<file path="src/common/rtc_macros.svh">
`ifndef RTC_MACROS_SVH
`define RTC_MACROS_SVH

////////////////////////////////////////////////
// Clock divisors
////////////////////////////////////////////////

// Cycles per second at 20 MHz
`define RTC_TICK_DIV 20_000_000

// Cycles between display scan steps, 1 kHz at 20 MHz
`define RTC_SCAN_DIV 20_000

////////////////////////////////////////////////
// Time limits
////////////////////////////////////////////////

`define RTC_HOURS_PER_DAY 24

// Serves minutes and seconds alike
`define RTC_MINUTES_PER_HOUR 60

`endif

</file>
<file path="src/common/rtc_pkg.sv">
package rtc_pkg;

    ////////////////////////////////////////////////
    // Digit type
    ////////////////////////////////////////////////

    // One BCD digit, 0 to 9
    typedef logic [3:0] bcd_t;

    ////////////////////////////////////////////////
    // Clock mode
    ////////////////////////////////////////////////

    // RUN counts time, the SET_* states select the field that
    // the inc button acts on
    typedef enum logic [1:0] {
        RUN      = 2'd0,
        SET_HOUR = 2'd1,
        SET_MIN  = 2'd2,
        SET_SEC  = 2'd3
    } set_field_t;

endpackage

</file>
<file path="src/display_scan.sv">
module display_scan (
    input  logic          clk,
    input  logic          rst_n,
    input  logic          scan,
    input  rtc_pkg::bcd_t hour_10,
    input  rtc_pkg::bcd_t hour_1,
    input  rtc_pkg::bcd_t minute_10,
    input  rtc_pkg::bcd_t minute_1,
    input  rtc_pkg::bcd_t second_10,
    input  rtc_pkg::bcd_t second_1,
    output logic [5:0]    digit_sel,
    output rtc_pkg::bcd_t digit_val
);

    // Bit 5 drives the hour tens position, bit 0 the second ones
    localparam logic [5:0] SEL_FIRST = 6'b100000;

    rtc_pkg::bcd_t digits [6];
    logic [5:0]    sel_next;
    rtc_pkg::bcd_t val_next;

    assign digits = '{hour_10, hour_1, minute_10, minute_1, second_10, second_1};

    ////////////////////////////////////////////////
    // Digit select
    ////////////////////////////////////////////////

    // Rotate right so the seconds ones wraps back to hour tens
    assign sel_next = scan ? {digit_sel[0], digit_sel[5:1]} : digit_sel;

    always_comb begin
        val_next = 4'd0;
        for (int i = 0; i < 6; i++) begin
            if (sel_next[5-i]) begin
                val_next = digits[i];
            end
        end
    end

    // Value follows the select every cycle so it tracks time updates
    always_ff @(posedge clk or negedge rst_n) begin
        if (!rst_n) begin
            digit_sel <= SEL_FIRST;
            digit_val <= 4'd0;
        end else begin
            digit_sel <= sel_next;
            digit_val <= val_next;
        end
    end

    a_sel_onehot: assert property (@(posedge clk) disable iff (!rst_n)
        $onehot(digit_sel));

endmodule

</file>
<file path="src/rtc_set_fsm.sv">
module rtc_set_fsm (
    input  logic                clk,
    input  logic                rst_n,
    input  logic                mode_btn,
    input  logic                inc_btn,
    output rtc_pkg::set_field_t field,
    output logic                run,
    output logic                inc_hour,
    output logic                inc_min,
    output logic                clr_sec
);

    rtc_pkg::set_field_t field_next;
    logic                inc_ok;

    ////////////////////////////////////////////////
    // Mode sequencing
    ////////////////////////////////////////////////

    // RUN -> hours -> minutes -> seconds -> RUN
    always_comb begin
        field_next = field;
        if (mode_btn) begin
            case (field)
                rtc_pkg::RUN:      field_next = rtc_pkg::SET_HOUR;
                rtc_pkg::SET_HOUR: field_next = rtc_pkg::SET_MIN;
                rtc_pkg::SET_MIN:  field_next = rtc_pkg::SET_SEC;
                rtc_pkg::SET_SEC:  field_next = rtc_pkg::RUN;
                default:           field_next = rtc_pkg::RUN;
            endcase
        end
    end

    always_ff @(posedge clk or negedge rst_n) begin
        if (!rst_n) begin
            field <= rtc_pkg::RUN;
        end else begin
            field <= field_next;
        end
    end

    // Time only advances in RUN
    assign run = (field == rtc_pkg::RUN);

    ////////////////////////////////////////////////
    // Field commands
    ////////////////////////////////////////////////

    // An inc together with a mode press is dropped, so a command
    // never lands in a different field than the one shown
    assign inc_ok = inc_btn && !mode_btn;

    always_ff @(posedge clk or negedge rst_n) begin
        if (!rst_n) begin
            inc_hour <= 1'b0;
            inc_min  <= 1'b0;
            clr_sec  <= 1'b0;
        end else begin
            inc_hour <= inc_ok && (field == rtc_pkg::SET_HOUR);
            inc_min  <= inc_ok && (field == rtc_pkg::SET_MIN);
            clr_sec  <= inc_ok && (field == rtc_pkg::SET_SEC);
        end
    end

    // Commands are exclusive and never reach the counter while it runs
    a_cmd_exclusive: assert property (@(posedge clk) disable iff (!rst_n)
        $onehot0({inc_hour, inc_min, clr_sec}));

    a_cmd_not_in_run: assert property (@(posedge clk) disable iff (!rst_n)
        run |-> !(inc_hour || inc_min || clr_sec));

endmodule

</file>
<file path="src/rtc_top.sv">
`include "rtc_macros.svh"

module rtc_top #(
    parameter int unsigned tick_div = `RTC_TICK_DIV,
    parameter int unsigned scan_div = `RTC_SCAN_DIV
) (
    input  logic                clk,
    input  logic                rst_n,
    input  logic                en,
    input  logic                mode_btn,
    input  logic                inc_btn,
    output rtc_pkg::set_field_t field,
    output rtc_pkg::bcd_t       hour_10,
    output rtc_pkg::bcd_t       hour_1,
    output rtc_pkg::bcd_t       minute_10,
    output rtc_pkg::bcd_t       minute_1,
    output rtc_pkg::bcd_t       second_10,
    output rtc_pkg::bcd_t       second_1,
    output logic [5:0]          digit_sel,
    output rtc_pkg::bcd_t       digit_val
);

    logic run;
    logic tick;
    logic scan;
    logic inc_hour;
    logic inc_min;
    logic clr_sec;

    ////////////////////////////////////////////////
    // Timing and control
    ////////////////////////////////////////////////

    tick_prescaler #(
        .tick_div (tick_div),
        .scan_div (scan_div)
    ) prescaler_i (
        .clk   (clk),
        .rst_n (rst_n),
        .run   (run),
        .tick  (tick),
        .scan  (scan)
    );

    rtc_set_fsm set_fsm_i (
        .clk      (clk),
        .rst_n    (rst_n),
        .mode_btn (mode_btn),
        .inc_btn  (inc_btn),
        .field    (field),
        .run      (run),
        .inc_hour (inc_hour),
        .inc_min  (inc_min),
        .clr_sec  (clr_sec)
    );

    ////////////////////////////////////////////////
    // Time keeping and display
    ////////////////////////////////////////////////

    bcd_time_counter counter_i (
        .clk       (clk),
        .rst_n     (rst_n),
        .en        (en),
        .run       (run),
        .tick      (tick),
        .inc_hour  (inc_hour),
        .inc_min   (inc_min),
        .clr_sec   (clr_sec),
        .hour_10   (hour_10),
        .hour_1    (hour_1),
        .minute_10 (minute_10),
        .minute_1  (minute_1),
        .second_10 (second_10),
        .second_1  (second_1)
    );

    display_scan scan_i (
        .clk       (clk),
        .rst_n     (rst_n),
        .scan      (scan),
        .hour_10   (hour_10),
        .hour_1    (hour_1),
        .minute_10 (minute_10),
        .minute_1  (minute_1),
        .second_10 (second_10),
        .second_1  (second_1),
        .digit_sel (digit_sel),
        .digit_val (digit_val)
    );

endmodule

</file>
<file path="src/tick_prescaler.sv">
`include "rtc_macros.svh"

module tick_prescaler #(
    parameter int unsigned tick_div = `RTC_TICK_DIV,
    parameter int unsigned scan_div = `RTC_SCAN_DIV
) (
    input  logic clk,
    input  logic rst_n,
    input  logic run,
    output logic tick,
    output logic scan
);

    localparam int unsigned TICK_W = (tick_div > 1) ? $clog2(tick_div) : 1;
    localparam int unsigned SCAN_W = (scan_div > 1) ? $clog2(scan_div) : 1;

    localparam logic [TICK_W-1:0] TICK_LAST = TICK_W'(tick_div - 1);
    localparam logic [SCAN_W-1:0] SCAN_LAST = SCAN_W'(scan_div - 1);

    logic [TICK_W-1:0] tick_cnt;
    logic [SCAN_W-1:0] scan_cnt;

    ////////////////////////////////////////////////
    // One-second divider
    ////////////////////////////////////////////////

    // Held at zero outside RUN so a freshly set time gets a full second
    always_ff @(posedge clk or negedge rst_n) begin
        if (!rst_n) begin
            tick_cnt <= '0;
        end else if (!run || tick_cnt == TICK_LAST) begin
            tick_cnt <= '0;
        end else begin
            tick_cnt <= tick_cnt + 1'b1;
        end
    end

    assign tick = run && (tick_cnt == TICK_LAST);

    ////////////////////////////////////////////////
    // Scan divider
    ////////////////////////////////////////////////

    // Free running, the display keeps scanning in set mode too
    always_ff @(posedge clk or negedge rst_n) begin
        if (!rst_n) begin
            scan_cnt <= '0;
        end else if (scan_cnt == SCAN_LAST) begin
            scan_cnt <= '0;
        end else begin
            scan_cnt <= scan_cnt + 1'b1;
        end
    end

    assign scan = (scan_cnt == SCAN_LAST);

    // A second never lasts a single cycle
    a_tick_single: assert property (@(posedge clk) disable iff (!rst_n)
        (tick_div > 1 && tick) |=> !tick);

endmodule

</file>
<file path="src/time_counter/bcd_time_counter.sv">
`include "rtc_macros.svh"

module bcd_time_counter (
    input  logic          clk,
    input  logic          rst_n,
    input  logic          en,
    input  logic          run,
    input  logic          tick,
    input  logic          inc_hour,
    input  logic          inc_min,
    input  logic          clr_sec,
    output rtc_pkg::bcd_t hour_10,
    output rtc_pkg::bcd_t hour_1,
    output rtc_pkg::bcd_t minute_10,
    output rtc_pkg::bcd_t minute_1,
    output rtc_pkg::bcd_t second_10,
    output rtc_pkg::bcd_t second_1
);

    ////////////////////////////////////////////////
    // Digit limits
    ////////////////////////////////////////////////

    localparam rtc_pkg::bcd_t ONES_LAST = 4'd9;

    // Tens of minutes and seconds, 5 for a 60 count
    localparam rtc_pkg::bcd_t TENS_LAST = rtc_pkg::bcd_t'(`RTC_MINUTES_PER_HOUR / 10 - 1);

    // Last hour of the day split into digits, 2 and 3
    localparam int unsigned   HOUR_LAST      = `RTC_HOURS_PER_DAY - 1;
    localparam rtc_pkg::bcd_t HOUR_TENS_LAST = rtc_pkg::bcd_t'(HOUR_LAST / 10);
    localparam rtc_pkg::bcd_t HOUR_ONES_LAST = rtc_pkg::bcd_t'(HOUR_LAST % 10);

    logic step;
    logic sec_1_max;
    logic sec_10_max;
    logic min_1_max;
    logic min_10_max;
    logic hour_max;
    logic sec_carry;
    logic min_adv;
    logic hour_adv;

    function automatic rtc_pkg::bcd_t wrap_inc(input rtc_pkg::bcd_t d,
                                               input rtc_pkg::bcd_t last);
        return (d == last) ? 4'd0 : d + 4'd1;
    endfunction

    ////////////////////////////////////////////////
    // Carry chain
    ////////////////////////////////////////////////

    assign step = run && en && tick;

    assign sec_1_max  = (second_1 == ONES_LAST);
    assign sec_10_max = (second_10 == TENS_LAST);
    assign min_1_max  = (minute_1 == ONES_LAST);
    assign min_10_max = (minute_10 == TENS_LAST);
    assign hour_max   = (hour_10 == HOUR_TENS_LAST) && (hour_1 == HOUR_ONES_LAST);

    // Whole chain settles in the same cycle, all digits roll on one edge
    assign sec_carry = step && sec_1_max && sec_10_max;

    // Set commands act on one field, inc_min never carries into hours
    assign min_adv  = sec_carry || inc_min;
    assign hour_adv = (sec_carry && min_1_max && min_10_max) || inc_hour;

    ////////////////////////////////////////////////
    // Seconds
    ////////////////////////////////////////////////

    always_ff @(posedge clk or negedge rst_n) begin
        if (!rst_n) begin
            second_1  <= 4'd0;
            second_10 <= 4'd0;
        end else if (clr_sec) begin
            second_1  <= 4'd0;
            second_10 <= 4'd0;
        end else if (step) begin
            second_1 <= wrap_inc(second_1, ONES_LAST);
            if (sec_1_max) begin
                second_10 <= wrap_inc(second_10, TENS_LAST);
            end
        end
    end

    ////////////////////////////////////////////////
    // Minutes
    ////////////////////////////////////////////////

    always_ff @(posedge clk or negedge rst_n) begin
        if (!rst_n) begin
            minute_1  <= 4'd0;
            minute_10 <= 4'd0;
        end else if (min_adv) begin
            minute_1 <= wrap_inc(minute_1, ONES_LAST);
            if (min_1_max) begin
                minute_10 <= wrap_inc(minute_10, TENS_LAST);
            end
        end
    end

    ////////////////////////////////////////////////
    // Hours
    ////////////////////////////////////////////////

    // Both digits clear at end of day, hour_1 wraps at 9 before that
    always_ff @(posedge clk or negedge rst_n) begin
        if (!rst_n) begin
            hour_1  <= 4'd0;
            hour_10 <= 4'd0;
        end else if (hour_adv) begin
            if (hour_max) begin
                hour_1  <= 4'd0;
                hour_10 <= 4'd0;
            end else if (hour_1 == ONES_LAST) begin
                hour_1  <= 4'd0;
                hour_10 <= hour_10 + 4'd1;
            end else begin
                hour_1 <= hour_1 + 4'd1;
            end
        end
    end

    // Digit ranges
    a_digit_range: assert property (@(posedge clk) disable iff (!rst_n)
        second_1 <= ONES_LAST && second_10 <= TENS_LAST &&
        minute_1 <= ONES_LAST && minute_10 <= TENS_LAST &&
        hour_1 <= ONES_LAST && hour_10 <= HOUR_TENS_LAST);

    a_hour_range: assert property (@(posedge clk) disable iff (!rst_n)
        (int'(hour_10) * 10 + int'(hour_1)) < `RTC_HOURS_PER_DAY);

endmodule
</file>
<file path="config.mk">
export PLATFORM = sky130hd
export DESIGN_NAME = rtc_top
export DESIGN_NICKNAME = d
export VERILOG_FILES = /design/src/common/rtc_pkg.sv /design/src/display_scan.sv /design/src/rtc_set_fsm.sv /design/src/rtc_top.sv /design/src/tick_prescaler.sv /design/src/time_counter/bcd_time_counter.sv
export VERILOG_INCLUDE_DIRS = /design/src /design/src/common
export SDC_FILE = /design/constraint.sdc
export NUM_CORES = 1
export LEC_CHECK = 0
export BUFFER_PORTS_ARGS = -buffer_cell sky130_fd_sc_hd__buf_2
export CORE_UTILIZATION = 50
export DETAILED_ROUTE_END_ITERATION = 10
export PLACE_DENSITY = 0.65
export SYNTH_ARGS = -nofsm -noshare
export SYNTH_HDL_FRONTEND = slang
export SYNTH_HIERARCHICAL = 1
export SYNTH_SLANG_ARGS = --single-unit
</file>
<file path="constraint.sdc">
create_clock -name clk -period 3.6 [get_ports clk]
set_input_delay 0 -clock clk [delete_from_list [all_inputs] [get_ports clk]]
set_output_delay 0 -clock clk [all_outputs]
set_load 0.01 [all_outputs]
</file>
# Yosys cells after proc, flatten, opt, wreduce, memory -nomap -nowiden
# Index checks and enable logic that the tools add are counted.
# Widths: inputs -> output; s select.
totals:
  regBits: 79
  inputBits: 5
  out_inout_bits: 36
  word_cells: 81
classes:
  n_addsub: 8
  n_eq_ne: 12
  n_mux: 23
  reduce_logical: 24
ops:
  columns: ["op", "count"]
  rows:
  - ["$mux 4", 19]
  - ["$add 25x1->25 const B", 1]
  - ["$eq 25x25->1 const B", 1]
  - ["$mux 25", 1]
  - ["$add 4x1->4 const B", 6]
  - ["$add 15x1->15 const B", 1]
  - ["$eq 15x15->1 const B", 1]
  - ["$mux 15", 1]
  - ["$eq 4x4->1 const B", 3]
  - ["$logic_and 1x1->1", 12]
  - ["$eq 4x2->1 const B", 2]
  - ["$eq 4x3->1 const B", 2]
  - ["$pmux 2 s4", 1]
  - ["$mux 6", 1]
  - ["$reduce_and 2->1", 3]
  - ["$reduce_bool 2->1", 3]
  - ["$eq 2x2->1 const B", 2]
  - ["$logic_or 1x1->1", 3]
  - ["$eq 2x1->1 const B", 1]
  - ["$logic_not 1->1", 2]
  - ["$logic_not 2->1", 1]

# Logic depth before layout (Yosys ltp)
depth:
  word_depth: 9
  depth_mapped: 11
  depth_no_buf: 9

# By module
# The synthesis kept the hierarchy.
modules_own_cells:
  columns: ["module", "n_inst", "cells_per_inst", "area_each_um2", "seq_area_each_um2"]
  rows:
  - ["tick_prescaler", 1, 219, 2095.8, 1001.0]
  - ["bcd_time_counter", 1, 133, 1365.1, 600.6]
  - ["display_scan", 1, 92, 803.3, 251.5]
  - ["rtc_set_fsm", 1, 19, 229.0, 125.1]

# Least setup slack after synthesis
# OpenSTA, ideal clock, no wires.
synth_timing:
  path_kind: "flip-flop to flip-flop"
  start: "reg prescaler_i.scan_cnt[7]"
  end: "reg scan_i.digit_val[2]"
  t_arrival_ns: 2.480
  path_slack_ns: 0.986
  stages_incl_launch_ff: 9
  n_path_buf: 2
  synth_period_minus_slack_ns: 2.614
  cell_sequence: "dfrtp_1 -> or4b_2 -> nor4_4 -> buf_6 -> buf_4 -> nor2_1 -> a22o_1 -> a222oi_1 -> o21ai_1"
synth_between:
  elab_chain_len: 8
synth_lines:
  columns: ["item", "line", "source"]
  rows:
  - ["start, declared", "tick_prescaler.sv:21", "logic [SCAN_W-1:0] scan_cnt;"]
  - ["start signal, assigned", "tick_prescaler.sv:51", "scan_cnt <= scan_cnt + 1'b1;"]
  - ["$eq 15x15->1 *", "tick_prescaler.sv:55", "assign scan = (scan_cnt == SCAN_LAST);"]
  - ["net scan", "rtc_top.sv:25", "logic scan;"]
  - ["$mux 6 *", "display_scan.sv:29", "assign sel_next = scan ? {digit_sel[0], digit_sel[5:1]} : digit_sel;"]
  - ["$mux 4 (5 in a row)", "display_scan.sv:34", "if (sel_next[5-i]) begin"]
  - ["$mux 4 *", "display_scan.sv:34", null]
  - ["net scan_i.val_next[2]", "display_scan.sv:20", "rtc_pkg::bcd_t val_next;"]
  - ["end signal, assigned", "display_scan.sv:47", "digit_val <= val_next;"]
  - ["end, declared", "display_scan.sv:12", "output rtc_pkg::bcd_t digit_val"]
# Mark *: on every way through the listed nets, which the timed path passes. The rest lies on a longest branch.
# A chain may end at the register's enable or synchronous reset.

# Worst setup path in the final report
layout_timing:
  start: "reg prescaler_i.tick_cnt[0]"
  end: "reg counter_i.minute_1[1]"
layout_between:
  elab_chain_len: 6
layout_lines:
  columns: ["item", "line", "source"]
  rows:
  - ["start, declared", "tick_prescaler.sv:20", "logic [TICK_W-1:0] tick_cnt;"]
  - ["start signal, assigned", "tick_prescaler.sv:34", "tick_cnt <= tick_cnt + 1'b1;"]
  - ["$eq 25x25->1", "tick_prescaler.sv:38", "assign tick = run && (tick_cnt == TICK_LAST);"]
  - ["$logic_and 1x1->1", "tick_prescaler.sv:38", null]
  - ["net tick", "rtc_top.sv:24", "logic tick;"]
  - ["$logic_and 1x1->1", "bcd_time_counter.sv:53", "assign step = run && en && tick;"]
  - ["$logic_and 1x1->1 (2 in a row)", "bcd_time_counter.sv:62", "assign sec_carry = step && sec_1_max && sec_10_max;"]
  - ["$logic_or 1x1->1", "bcd_time_counter.sv:65", "assign min_adv = sec_carry || inc_min;"]
  - ["end signal, assigned", "bcd_time_counter.sv:96", "minute_1 <= wrap_inc(minute_1, ONES_LAST);"]
  - ["end, declared", "bcd_time_counter.sv:15", "output rtc_pkg::bcd_t minute_1,"]
# The timed path passes the listed nets, and every way through them passes these cells.

==> insert_results.sql <==
INSERT INTO impl_metrics (metric_group, metric, value, unit) VALUES
('place', 'preCtsSetupSlack', '0.831', 'ns'),
('critical_path', 'critical_path_required', '3.83', 'ns'),
('sta', 'skew', '0.00967', 'ns'),
('place', 'numPortBuffers', '40', ''),
('synthesis', 'synthTopCellsByArea', 'dfrtp_1, xnor2_1, ha_1, nor2_1, nand2_1', ''),
('final_layout', 'n_antenna_cell', '0', ''),
('grt', 'use_met3', '2.96', '%'),
('die', 'core_rows', '34', ''),
('routing', 'final_antenna_net_count', '0', ''),
('critical_path', 'worst_path_maximum_fanout', '7', ''),
('synthesis', 'synth_top_area_share', '43.4', '%'),
('place', 'placedCellCount', '594', ''),
('critical_path', 'crit_slowest_cell', 'or3_1', ''),
('power', 'comb_power_share', '20.5', '%'),
('run_status', 'run_status', 'finished, final reports clean', ''),
('die', 'die_area', '0.00937', 'mm2'),
('final_layout', 'fill_cell_instance_count_of_the_final_layout', '752', ''),
('die', 'initial_core_util', '51.5', '%'),
('grt', 'grt_start_max_net_pins', '80', ''),
('synthesis', 'synth-warning-count', '6', ''),
('synthesis', 'synth_sequential_area_ratio', '44.0', '%'),
('sta', 'post-route-period-util', '77.3', '%'),
('power', 'power_switching', '0.739', 'mW'),
('synthesis', 'ys_async_sr_fraction', '100', '%'),
('clock_network', 'tritoncts_clock_tree', 'built', ''),
('synthesis', 'netlist_area', '0.00449', 'mm2'),
('clock_network', 'cts_htree_levels', '3', ''),
('clock_network', 'cts_made_buffers', '9', ''),
('sta', 'layout_setup_ws', '0.817', 'ns'),
('power', 'power_switching_share', '32.1', '%'),
('final_layout', 'final_area', '0.00498', 'mm2'),
('place', 'dp.final_hpwl', '6.68', 'mm'),
('synthesis', 'netlist_instances', '463', ''),
('grt', 'first_global_vias', '3409', ''),
('final_layout', 'instances_no_fill', '611', ''),
('synthesis', 'yosysMostFrequentCell', 'dfrtp_1', ''),
('grt', 'grt_first_pass_wirelength', '16.6', 'mm'),
('power', 'power.share.sequential', '48.4', '%'),
('synthesis', 'synth.cells.most_frequent', 'dfrtp_1, nor2_1, nand2_1', ''),
('clock_network', 'clk-insertion-delay-late', '0.35', 'ns'),
('die', 'core-area', '0.00872', 'mm2'),
('clock_network', 'cts.sinks', '79', ''),
('final_layout', 'share_of_post_route_cells_with_drive_strength_above_1', '15.5', '%'),
('synthesis', 'postSynthAreaPerCell', '9.70', 'um2'),
('critical_path', 'critPathLaunchType', 'register', ''),
('critical_path', 'crit_chain', 'ha_1 > nand4_1 > or3_1 > nor3_1 > and3_1 > a31oi_4 > nor2b_1 > mux2_1', ''),
('job', 'max_cap_violations', '0', ''),
('sta', 'final_max_slew_viol_count', '0', ''),
('power', 'finalPower', '2.30', 'mW'),
('routing', 'vias', '3636', ''),
('routing', 'drt-initial-drc-count', '240', ''),
('synthesis', 'post_synth_top_flop', 'dfrtp_1', ''),
('power', 'cellPowerDensity', '463', 'mW/mm2'),
('grt', 'overflow', '0', ''),
('critical_path', 'crit_path_category', 'reg2reg', ''),
('place', 'placed_area', '0.00475', 'mm2'),
('grt', 'gr_layer_usage_met1', '31.2', '%'),
('grt', 'antenna_violations_before_repair', '0', ''),
('sta', 'timing.final.setup_violations', '0', ''),
('sta', 'final.min_clock_period', '2.78', 'ns'),
('die', 'dieHeight', '96.8', 'um'),
('sta', 'hold_viol', '0', ''),
('routing', 'drt-vias-per-instance', '5.95', ''),
('power', 'p_int', '1.56', 'mW'),
('sta', 'setup_repair_after_global_routing_missed_its_margin', 'no', ''),
('routing', 'drt-wirelength-per-cell', '15.9', 'um'),
('sta', 'worst_slew_pin_slew', '1.00', 'ns'),
('critical_path', 'cp-end-kind', 'register', ''),
('critical_path', 'worstPathBufferInverterCount', '0', ''),
('routing', 'totalWireLength', '9.71', 'mm'),
('synthesis', 'ys_seq_elements', '79', '');
registers in the layout (all words and copies together), names as in the netlist:
name                  count
scan_i/digit_val          4
set_fsm_i/clr_sec         1
prescaler_i/scan_cnt     15
counter_i/second_10       4
counter_i/minute_1        4
counter_i/minute_10       4
counter_i/hour_1          4
counter_i/second_1        4
set_fsm_i/inc_hour        1
prescaler_i/tick_cnt     25
scan_i/digit_sel          6
set_fsm_i/field           2
counter_i/hour_10         4
set_fsm_i/inc_min         1
cells in the final DEF (no fill, tap or decap), drive strengths merged, types with 4 or more instances in the layout:
| cell type | n |
|---|---|
| inv | 22 |
| nor2b | 5 |
| xnor2 | 23 |
| a21boi | 4 |
| xor2 | 8 |
| o211ai | 5 |
| and3 | 9 |
| dfrtp | 78 |
| nand2b | 5 |
| nand3 | 27 |
| a21oi | 27 |
| nor4b | 5 |
| nand3b | 5 |
| ha | 14 |
| and4 | 4 |
| nand2 | 38 |
| nand4 | 10 |
| clkbuf | 11 |
| or3 | 9 |
| buf | 41 |
| o21ai | 20 |
| mux2 | 5 |
| or4 | 6 |
| nor2 | 39 |
| o31ai | 5 |
| o221ai | 4 |
| nor4 | 7 |
| nor3 | 9 |
| a21o | 5 |
routing by layer:
layer	routed length (um)	vias up
met5	0	-
met4	168	0
met3	350	15
met2	4520	85
met1	4670	1781
li1	-	1755
worst min-delay path: cells and delay by family:
family / cells / cell delay, ns
AND/OR/NAND/NOR: 2 / 0.28
buffers and inverters: 1 / 0.07
timing repair:
action,in CTS,in global routing
hold buffers,2,0
setup endpoints to repair,0,0
endpoints found under the hold margin,83,0
buffers inserted,0,0
gates resized for setup,0,0
power by group through the flow:
stage          Clock (mW)  Combinational [mW]  Sequential, mW
2_1_floorplan           0               0.285            1.12
3_3_place_gp            0               0.455            1.12
3_5_place_dp            0               0.476            1.13
4_1_cts             0.737               0.478            1.11
5_1_grt             0.774               0.533            1.14
6_report            0.716               0.472            1.12
per-stage QoR:
step | util [%] | hold WS, ns
6_report | 57.1 | 0.0346
4_1_cts | 57.1 | 0.0303
3_3_place_gp | 54.4 | 0.233
5_1_grt | 57.1 | 0.0471
2_1_floorplan | - | -0.296
3_5_place_dp | 54.4 | 0.236
path summary, 6_finish.rpt:
kind | from | endpoint | slack, ns | cells past startpoint
hold reg to reg | prescaler_i/tick_cnt[0]$_DFF_PN0_ | prescaler_i/tick_cnt[0]$_DFF_PN0_ | 0.49 | 1
min in group asynchronous | rst_n | prescaler_i/scan_cnt[12]$_DFF_PN0_ | 0.35 | 2
setup reg to reg | prescaler_i/tick_cnt[0]$_DFF_PN0_ | counter_i/minute_1[1]$_DFFE_PN0P_ | 0.82 | 8
max in group asynchronous | rst_n | set_fsm_i/field[0]$_DFFE_PN0P_ | 2.59 | 2
hold / removal | inc_btn | set_fsm_i/clr_sec$_DFF_PN0_ | 0.03 | 3
setup / recovery | prescaler_i/tick_cnt[0]$_DFF_PN0_ | counter_i/minute_1[1]$_DFFE_PN0P_ | 0.82 | 8
final cells by class:
cell class / count / area [um2] / area share, %
inverter: 22 / 82.6 / 1.66
timing repair buffer: 43 / 230 / 4.63
tap: 108 / 135 / 2.71
clock buffer: 11 / 141 / 2.84
multi-input combinational: 344 / 2340 / 47.0
clock inverter: 4 / 70.1 / 1.41
sequential: 79 / 1980 / 39.7
kinds of logic (layout without fill, tap and decap cells):
logic type | count (synthesis) | after routing | share of synthesized area [%]
XOR/XNOR | 31 | 31 | 6.04
multiplexers | 5 | 5 | 1.25
AO/OA/AOI/OAI | 95 | 95 | 15.3
AND/OR/NAND/NOR | 199 | 199 | 25.6
flip-flops | 79 | 79 | 44.0
buffers and inverters | 40 | 80 | 3.90
adder cells (fa/ha/maj) | 14 | 14 | 3.90
Note: power is estimated with default switching activity, not from simulation.
